===== src/design/alu_pkg.sv =====
package alu_pkg;

   localparam int XLEN  = 32;
   localparam int TAG_W = 4;
   localparam int CNT_W = $clog2(XLEN);  // Bit counter inside a lane

   typedef logic [XLEN-1:0]  word_t;
   typedef logic [TAG_W-1:0] tag_t;     // Issue sequence number, wraps
   typedef logic [CNT_W-1:0] cnt_t;

   typedef enum logic [2:0] {
      OP_ADD  = 3'd0,
      OP_SUB  = 3'd1,
      OP_AND  = 3'd2,
      OP_OR   = 3'd3,
      OP_XOR  = 3'd4,
      OP_SLT  = 3'd5,
      OP_SLTU = 3'd6,
      OP_EQ   = 3'd7
   } alu_op_e;

   typedef struct packed {
      alu_op_e op;
      word_t   a;
      word_t   b;
      tag_t    tag;
   } alu_req_t;

   typedef struct packed {
      word_t result;
      tag_t  tag;
   } alu_rsp_t;

   // Shared by both four-phase ends
   typedef enum logic {
      HS_IDLE      = 1'b0,
      HS_WAIT_DROP = 1'b1
   } hs_state_e;

   typedef enum logic [1:0] {
      LANE_IDLE = 2'd0,
      LANE_RUN  = 2'd1,
      LANE_HOLD = 2'd2
   } lane_state_e;

   // Compare ops return a flag in bit 0
   function automatic logic op_is_cmp(input alu_op_e op);
      logic is_cmp;
      case (op)
         OP_SLT, OP_SLTU, OP_EQ: is_cmp = 1'b1;
         default:                is_cmp = 1'b0;
      endcase
      return is_cmp;
   endfunction

endpackage


===== src/design/op_dispatch.sv =====
`timescale 1ns/1ps

module op_dispatch #(
   parameter int NUM_LANES = 4
) (
   input  logic                 clk,
   input  logic                 i_rst,
   input  logic                 i_req_valid,
   input  alu_pkg::alu_req_t    i_req,
   output logic                 o_req_ack,
   input  logic [NUM_LANES-1:0] i_busy,
   output logic [NUM_LANES-1:0] o_start,
   output alu_pkg::alu_req_t    o_lane_req
);

   import alu_pkg::*;

   localparam int PTR_W = (NUM_LANES > 1) ? $clog2(NUM_LANES) : 1;

   hs_state_e        state;
   logic [PTR_W-1:0] lane_ptr;
   logic [PTR_W-1:0] next_ptr;
   logic             valid_q;
   logic             issue;

   // Valid must be seen on two consecutive edges before a lane is started
   assign issue = (state == HS_IDLE) && valid_q && i_req_valid && !i_busy[lane_ptr];

   assign next_ptr = (lane_ptr == PTR_W'(NUM_LANES - 1)) ? '0 : lane_ptr + 1'b1;

   always_ff @(posedge clk) begin
      if (i_rst) begin
         state     <= HS_IDLE;
         lane_ptr  <= '0;
         valid_q   <= 1'b0;
         o_req_ack <= 1'b0;
         o_start   <= '0;
      end else begin
         o_start <= '0;  // Start is a single-cycle pulse
         valid_q <= i_req_valid;
         case (state)
            HS_IDLE: begin
               if (issue) begin
                  o_start[lane_ptr] <= 1'b1;
                  o_req_ack         <= 1'b1;
                  lane_ptr          <= next_ptr;
                  state             <= HS_WAIT_DROP;
               end
            end
            HS_WAIT_DROP: begin
               if (!i_req_valid) begin  // Source released, close the handshake
                  o_req_ack <= 1'b0;
                  state     <= HS_IDLE;
               end
            end
            default: begin
               state <= HS_IDLE;
            end
         endcase
      end
   end

   // Shared request bus, held until the next issue
   always_ff @(posedge clk) begin
      if (issue) begin
         o_lane_req <= i_req;
      end
   end

   a_start_onehot: assert property (
      @(posedge clk) disable iff (i_rst)
      $onehot0(o_start)
   ) else $error("op_dispatch: more than one lane started in one cycle");

   a_ack_needs_valid: assert property (
      @(posedge clk) disable iff (i_rst)
      $rose(o_req_ack) |-> $past(i_req_valid)
   ) else $error("op_dispatch: o_req_ack rose without i_req_valid");

endmodule


===== src/design/serial_alu_lane.sv =====
`timescale 1ns/1ps

module serial_alu_lane (
   input  logic              clk,
   input  logic              i_rst,
   input  logic              i_start,
   input  alu_pkg::alu_req_t i_req,
   output logic              o_busy,
   output logic              o_done,
   output alu_pkg::alu_rsp_t o_rsp,
   input  logic              i_take
);

   import alu_pkg::*;

   // Xor, xnor, or, and; indexed by {sel, a, b}
   localparam logic [15:0] BOOL_LUT = 16'h8E96;

   lane_state_e state;
   cnt_t        bit_cnt;
   alu_op_e     op_q;
   tag_t        tag_q;
   word_t       a_sr;
   word_t       b_sr;
   word_t       res_sr;
   logic        carry_q;
   logic        eq_q;
   logic        lt_q;

   logic        a_bit;
   logic        b_bit;
   logic        b_add;
   logic        last_bit;
   logic        sum_bit;
   logic        carry_next;
   logic [1:0]  bool_sel;
   logic        bool_bit;
   logic        eq_next;
   logic        sign_cmp;
   logic        lt_next;
   logic        cmp_flag;
   logic        res_bit;

   assign a_bit    = a_sr[0];
   assign b_bit    = b_sr[0];
   assign last_bit = (bit_cnt == cnt_t'(XLEN - 1));

   // Sub runs as a + ~b with the carry preset to one at load
   assign b_add      = (op_q == OP_SUB) ? ~b_bit : b_bit;
   assign sum_bit    = a_bit ^ b_add ^ carry_q;
   assign carry_next = (a_bit & b_add) | (carry_q & (a_bit ^ b_add));

   always_comb begin
      case (op_q)
         OP_AND:  bool_sel = 2'b11;
         OP_OR:   bool_sel = 2'b10;
         default: bool_sel = 2'b00;
      endcase
   end

   assign bool_bit = BOOL_LUT[{bool_sel, a_bit, b_bit}];

   assign eq_next  = eq_q & (a_bit == b_bit);
   assign sign_cmp = last_bit & (op_q == OP_SLT);  // MSB decides by sign
   assign lt_next  = (a_bit == b_bit) ? lt_q : (sign_cmp ? a_bit : b_bit);
   assign cmp_flag = (op_q == OP_EQ) ? eq_next : lt_next;

   always_comb begin
      case (op_q)
         OP_ADD, OP_SUB:        res_bit = sum_bit;
         OP_AND, OP_OR, OP_XOR: res_bit = bool_bit;
         default:               res_bit = 1'b0;
      endcase
   end

   always_ff @(posedge clk) begin
      if (i_rst) begin
         state   <= LANE_IDLE;
         bit_cnt <= '0;
      end else begin
         case (state)
            LANE_IDLE: begin
               if (i_start) begin
                  state   <= LANE_RUN;
                  bit_cnt <= '0;
               end
            end
            LANE_RUN: begin
               bit_cnt <= bit_cnt + cnt_t'(1);
               if (last_bit) begin
                  state <= LANE_HOLD;
               end
            end
            LANE_HOLD: begin
               if (i_take) begin
                  state <= LANE_IDLE;
               end
            end
            default: begin
               state <= LANE_IDLE;
            end
         endcase
      end
   end

   always_ff @(posedge clk) begin
      if (i_start && (state == LANE_IDLE)) begin
         a_sr    <= i_req.a;
         b_sr    <= i_req.b;
         op_q    <= i_req.op;
         tag_q   <= i_req.tag;
         carry_q <= (i_req.op == OP_SUB);
         eq_q    <= 1'b1;
         lt_q    <= 1'b0;
      end else if (state == LANE_RUN) begin
         a_sr    <= a_sr >> 1;
         b_sr    <= b_sr >> 1;
         carry_q <= carry_next;
         eq_q    <= eq_next;
         lt_q    <= lt_next;
         if (last_bit && op_is_cmp(op_q)) begin
            res_sr <= word_t'(cmp_flag);  // Flag zero-extended into bit 0
         end else begin
            res_sr <= {res_bit, res_sr[XLEN-1:1]};  // LSB first, fills from the top
         end
      end
   end

   assign o_busy = (state != LANE_IDLE);
   assign o_done = (state == LANE_HOLD);
   assign o_rsp  = '{result: res_sr, tag: tag_q};

   a_start_when_idle: assert property (
      @(posedge clk) disable iff (i_rst)
      i_start |-> !o_busy
   ) else $error("serial_alu_lane: start while busy");

endmodule


===== src/design/result_collect.sv =====
`timescale 1ns/1ps

module result_collect #(
   parameter int NUM_LANES = 4
) (
   input  logic                 clk,
   input  logic                 i_rst,
   input  logic [NUM_LANES-1:0] i_done,
   input  alu_pkg::alu_rsp_t    i_lane_rsp [NUM_LANES],
   output logic [NUM_LANES-1:0] o_take,
   output logic                 o_rsp_valid,
   output alu_pkg::alu_rsp_t    o_rsp,
   input  logic                 i_rsp_ack
);

   import alu_pkg::*;

   localparam int PTR_W = (NUM_LANES > 1) ? $clog2(NUM_LANES) : 1;

   hs_state_e        state;
   logic [PTR_W-1:0] drain_ptr;
   logic [PTR_W-1:0] next_ptr;
   logic             load;

   assign load     = (state == HS_IDLE) && i_done[drain_ptr];
   assign next_ptr = (drain_ptr == PTR_W'(NUM_LANES - 1)) ? '0 : drain_ptr + 1'b1;

   always_ff @(posedge clk) begin
      if (i_rst) begin
         state       <= HS_IDLE;
         drain_ptr   <= '0;
         o_rsp_valid <= 1'b0;
         o_take      <= '0;
      end else begin
         o_take <= '0;
         case (state)
            HS_IDLE: begin
               if (load) begin
                  o_take[drain_ptr] <= 1'b1;  // Frees the lane
                  o_rsp_valid       <= 1'b1;
                  state             <= HS_WAIT_DROP;
               end
            end
            HS_WAIT_DROP: begin
               // Valid high waits for ack, valid low waits for ack release
               if (o_rsp_valid) begin
                  if (i_rsp_ack) begin
                     o_rsp_valid <= 1'b0;
                  end
               end else if (!i_rsp_ack) begin
                  drain_ptr <= next_ptr;
                  state     <= HS_IDLE;
               end
            end
            default: begin
               state <= HS_IDLE;
            end
         endcase
      end
   end

   always_ff @(posedge clk) begin
      if (load) begin
         o_rsp <= i_lane_rsp[drain_ptr];
      end
   end

   a_rsp_stable: assert property (
      @(posedge clk) disable iff (i_rst)
      (o_rsp_valid && !i_rsp_ack) |=> $stable(o_rsp)
   ) else $error("result_collect: o_rsp changed while waiting for ack");

endmodule


===== src/design/serial_alu_array.sv =====
`timescale 1ns/1ps

module serial_alu_array #(
   parameter int NUM_LANES = 4
) (
   input  logic              clk,
   input  logic              i_rst,
   input  logic              i_req_valid,
   input  alu_pkg::alu_req_t i_req,
   output logic              o_req_ack,
   output logic              o_rsp_valid,
   output alu_pkg::alu_rsp_t o_rsp,
   input  logic              i_rsp_ack
);

   import alu_pkg::*;

   logic [NUM_LANES-1:0] lane_busy;
   logic [NUM_LANES-1:0] lane_start;
   logic [NUM_LANES-1:0] lane_done;
   logic [NUM_LANES-1:0] lane_take;
   alu_req_t             lane_req;   // Shared by every lane, qualified by start
   alu_rsp_t             lane_rsp [NUM_LANES];

   op_dispatch #(
      .NUM_LANES (NUM_LANES)
   ) op_dispatch_inst (
      .clk         (clk),
      .i_rst       (i_rst),
      .i_req_valid (i_req_valid),
      .i_req       (i_req),
      .o_req_ack   (o_req_ack),
      .i_busy      (lane_busy),
      .o_start     (lane_start),
      .o_lane_req  (lane_req)
   );

   for (genvar k = 0; k < NUM_LANES; k++) begin : g_lane
      serial_alu_lane serial_alu_lane_inst (
         .clk     (clk),
         .i_rst   (i_rst),
         .i_start (lane_start[k]),
         .i_req   (lane_req),
         .o_busy  (lane_busy[k]),
         .o_done  (lane_done[k]),
         .o_rsp   (lane_rsp[k]),
         .i_take  (lane_take[k])
      );
   end

   result_collect #(
      .NUM_LANES (NUM_LANES)
   ) result_collect_inst (
      .clk         (clk),
      .i_rst       (i_rst),
      .i_done      (lane_done),
      .i_lane_rsp  (lane_rsp),
      .o_take      (lane_take),
      .o_rsp_valid (o_rsp_valid),
      .o_rsp       (o_rsp),
      .i_rsp_ack   (i_rsp_ack)
   );

endmodule


===== config.mk =====
export PLATFORM = sky130hd
export DESIGN_NAME = serial_alu_array
export DESIGN_NICKNAME = d
export VERILOG_FILES = /design/src/design/alu_pkg.sv /design/src/design/op_dispatch.sv /design/src/design/serial_alu_lane.sv /design/src/design/result_collect.sv /design/src/design/serial_alu_array.sv
export SDC_FILE = /design/constraint.sdc
export NUM_CORES = 1
export LEC_CHECK = 0
export CORE_MARGIN = 4
export CORE_UTILIZATION = 35
export CTS_CLUSTER_SIZE = 28
export DETAILED_ROUTE_END_ITERATION = 8
export DONT_BUFFER_PORTS = 1
export SLEW_MARGIN = 20
export SYNTH_ARGS = -nofsm -noshare
export SYNTH_HDL_FRONTEND = slang
export SYNTH_HIERARCHICAL = 1
export SYNTH_SLANG_ARGS = --single-unit

===== constraint.sdc =====
create_clock -name clk -period 3.2 [get_ports clk]
set_input_delay 0.32 -clock clk [delete_from_list [all_inputs] [get_ports clk]]
set_output_delay 0.32 -clock clk [all_outputs]
set_load 0.1 [all_outputs]

==> impl_metrics.tcl <==
set metrics [dict create \
    status "finished clean" \
    hp-start "i_rst" \
    synth-edff-count 523 \
    path_cells "mux2_2 > nor3_2 > a21oi_4 > clkinv_2 > buf_12" \
    finalClockSkew_ps 17.2 \
    rr_worst_depth 5 \
    final_cell_mix "nand2_1, edfxtp_1, and2_1, dlygate4sd3_1, clkbuf_16" \
    min_path_type "in2reg" \
    clk_latency_ps 610 \
    grt_pass1_vias 14151 \
    syn_to_final_growth_pct 14.4 \
    timing.final.crit_share_pct 73.1 \
    cts_tree "built" \
    tns_ps 0 \
    grt_setup_unrepaired "no" \
    reg2reg_from "op_dispatch_inst/lane_ptr[0]" \
    drc_errors 0 \
    cts_root_buffer "clkbuf_16" \
    yosysSeqAreaShare_pct 70.3 \
    layout-drive-gt1-share_pct 9.40 \
    core.rowCount 95 \
    ir_drop_uv 471 \
    layout.nets 2074 \
    hold_end "op_dispatch_inst/lane_ptr[0]" \
    p_per_area_nw_per_um2 559 \
    synth_nets 1995 \
    synth_top_area_cell "edfxtp_1" \
    arrival_ps 2620 \
    vias 13997 \
    layout_commonest_cell "nand2_1" \
    drv_cap 0 \
    via_per_inst 4.84 \
    critPathMaxFanout 49 \
    clkTransAtPathRegs_ps 60 \
    async_reset_ff_share_pct 0 \
    die_h_um 269 \
    worst_path_max_delay_cell "dfxtp_1" \
    cts.repair.resized 0 \
    crit_type "reg2reg" \
    worstMarginPinSlew_ps 1130 \
    dr.pass1.iters 7 \
    cp.required_ps 3480 \
    postCtsHoldBufs 76 \
    htree_num_levels 2 \
    leakage_nw 10.1 \
    synth_flop_cell "edfxtp_1" \
    antenna_left 0 \
    die_w_um 269 \
    wl_per_cell_um 17.2 \
    synth_cells 1892 \
    r2r-end "op_dispatch_inst/o_lane_req[16]" \
    antenna_found_initial 2 \
    period_needed_ps 2340 \
    port_buffers 0 \
    gr-total-overflow 0 \
    worst_slack_ps 859 \
    core_area_um2 67400 \
    max-slew-margin-rel_pct 24.4 \
    grt_pass1_wl_um 79200 \
    cts_buffers 58 \
    synth.avg_cell_area_um2 12.6 \
    grt_max_degree 74 \
    dp_hpwl_um 28500 \
    cp_slowest_stage_delay_ps 460 \
    drtIter0Drc 905 \
    clk_path_buf_depth 3 \
    grt_util_all_layers_pct 13.7 \
    setup_violations 0 \
    min_path_cells 2 \
    r2r_slack_ps 860 \
    synth_top_cell_area_share_pct 65.9 \
    synth_warnings 6 \
    startpoint_type "register" \
    gp_congestion 0.765 \
    routed_wirelength_um 49800 \
    cts.sinks 576 \
    hold_viol 0 \
    dieArea_um2 72400 \
    initial_core_util_pct 35.4 \
    cts_setup_buffers 0 \
    fmax_mhz 427 \
    synth_seq_cells 576 \
    cp-end-kind "register" \
    pre_cts_slack_ps 824 \
    synth_area_leaders "edfxtp_1, nand2_1, dfxtp_1" \
    synth.cell_area_um2 23800 \
    antenna_cells 0 \
    pin_count 113 \
    slew_viol_final 0 \
    yosysUniqueCellTypes 44 \
]
cell usage after synthesis, drive strengths merged, types with 7 or more instances:
cell type	count
nor2b	7
o21ai	18
nand2b	8
nand2	781
nor3b	9
a31oi	8
nand3	12
edfxtp	523
inv	42
dfxtp	53
and2	128
mux4	37
nor3	7
ha	24
nor2	46
a21oi	36
and3	8
a311oi	8
buf	59
clkbuf	26
mux2i	11
nand4	8
cells by family (layout without fill, tap and decap cells):
| logic type | count (synthesis) | in the layout | share of synthesized area [%] |
|---|---|---|---|
| and+or+nand+nor | 1019 | 1019 | 18.4 |
| DFF | 576 | 576 | 70.3 |
| adders and majority gates | 28 | 28 | 1.59 |
| muxes | 51 | 51 | 4.13 |
| xor gates and xnor gates | 4 | 4 | 0.147 |
| AOI/OAI and AO/OA | 87 | 87 | 2.35 |
| buffers and inverters | 127 | 256 | 3.05 |
where the power goes:
group          total [mW]  internal, mW  switching [mW]  leakage (nW)
logic               0.311         0.135           0.176          4.04
registers            8.32          8.25          0.0680          5.16
clock network        6.61          3.82            2.80         0.907
total                15.2          12.2            3.04          10.1
routing by layer:
| metal | part of all wire (%) | track usage (%) | vias up |
|---|---|---|---|
| met4 | 2.0 | 3.63 | 4 |
| met5 | 0.032 | 0 | - |
| met1 | 45 | 18.2 | 6982 |
| li1 | - | - | 6644 |
| met3 | 5.1 | 2.69 | 75 |
| met2 | 48 | 23.2 | 292 |
cell type report:
cell class,instances,area (µm²)
timing repair buffer,104,1020
fill,6290,40100
multi-input combinational,1189,6360
tap,873,1090
inverter,42,169
sequential,576,16800
clock inverter,39,324
clock buffer,71,1540
stage by stage:
step	instance area [µm²]	std cells	hold WS (ps)	power (mW)	utilization (%)
3_3_place_gp	24600	2708	411	8.70	36.6
4_1_cts	27300	2894	38.1	15.5	40.5
6_report	27300	2894	80.4	15.2	40.5
3_5_place_dp	24600	2708	410	8.71	36.6
5_1_grt	27300	2894	51.8	15.8	40.5
2_1_floorplan	23800	1892	389	8.63	-
critical path, delay by kind of cell (launching register included):
kind | cells | cell delay, ps
buffers and inverters | 2 | 720
AOI/OAI and AO/OA | 1 | 150
muxes | 1 | 400
and+or+nand+nor | 1 | 250
DFF | 1 | 460
flip-flops by register name, indices dropped and copies added (netlist names), 2 cells and up:
register                             flops
g_lane.serial_alu_lane_inst/carry_q      4
g_lane.serial_alu_lane_inst/b_sr       128
g_lane.serial_alu_lane_inst/bit_cnt     20
g_lane.serial_alu_lane_inst/op_q        12
g_lane.serial_alu_lane_inst/tag_q       16
g_lane.serial_alu_lane_inst/lt_q         4
g_lane.serial_alu_lane_inst/eq_q         4
op_dispatch_inst/o_lane_req             71
op_dispatch_inst/o_start                 4
result_collect_inst/o_take               4
g_lane.serial_alu_lane_inst/state        8
g_lane.serial_alu_lane_inst/res_sr     128
result_collect_inst/o_rsp               36
result_collect_inst/drain_ptr            2
op_dispatch_inst/lane_ptr                2
g_lane.serial_alu_lane_inst/a_sr       128
how the worst max path moves through the flow:
stage | start | endpoint | slack [ps] | cells past startpoint
global placement | g_lane[2].serial_alu_lane_inst/state[0] | op_dispatch_inst/o_lane_req[22] | 980 | 7
detailed placement | op_dispatch_inst/lane_ptr[0] | op_dispatch_inst/o_lane_req[17] | 820 | 5
global route | op_dispatch_inst/lane_ptr[0] | op_dispatch_inst/o_lane_req[23] | 740 | 5
finish | op_dispatch_inst/lane_ptr[0] | op_dispatch_inst/o_lane_req[16] | 860 | 5
CTS | op_dispatch_inst/lane_ptr[0] | op_dispatch_inst/o_lane_req[23] | 830 | 5
floorplan | op_dispatch_inst/lane_ptr[0] | op_dispatch_inst/o_lane_req[0] | 270 | 4
Note: power is estimated with default switching activity, not from simulation.
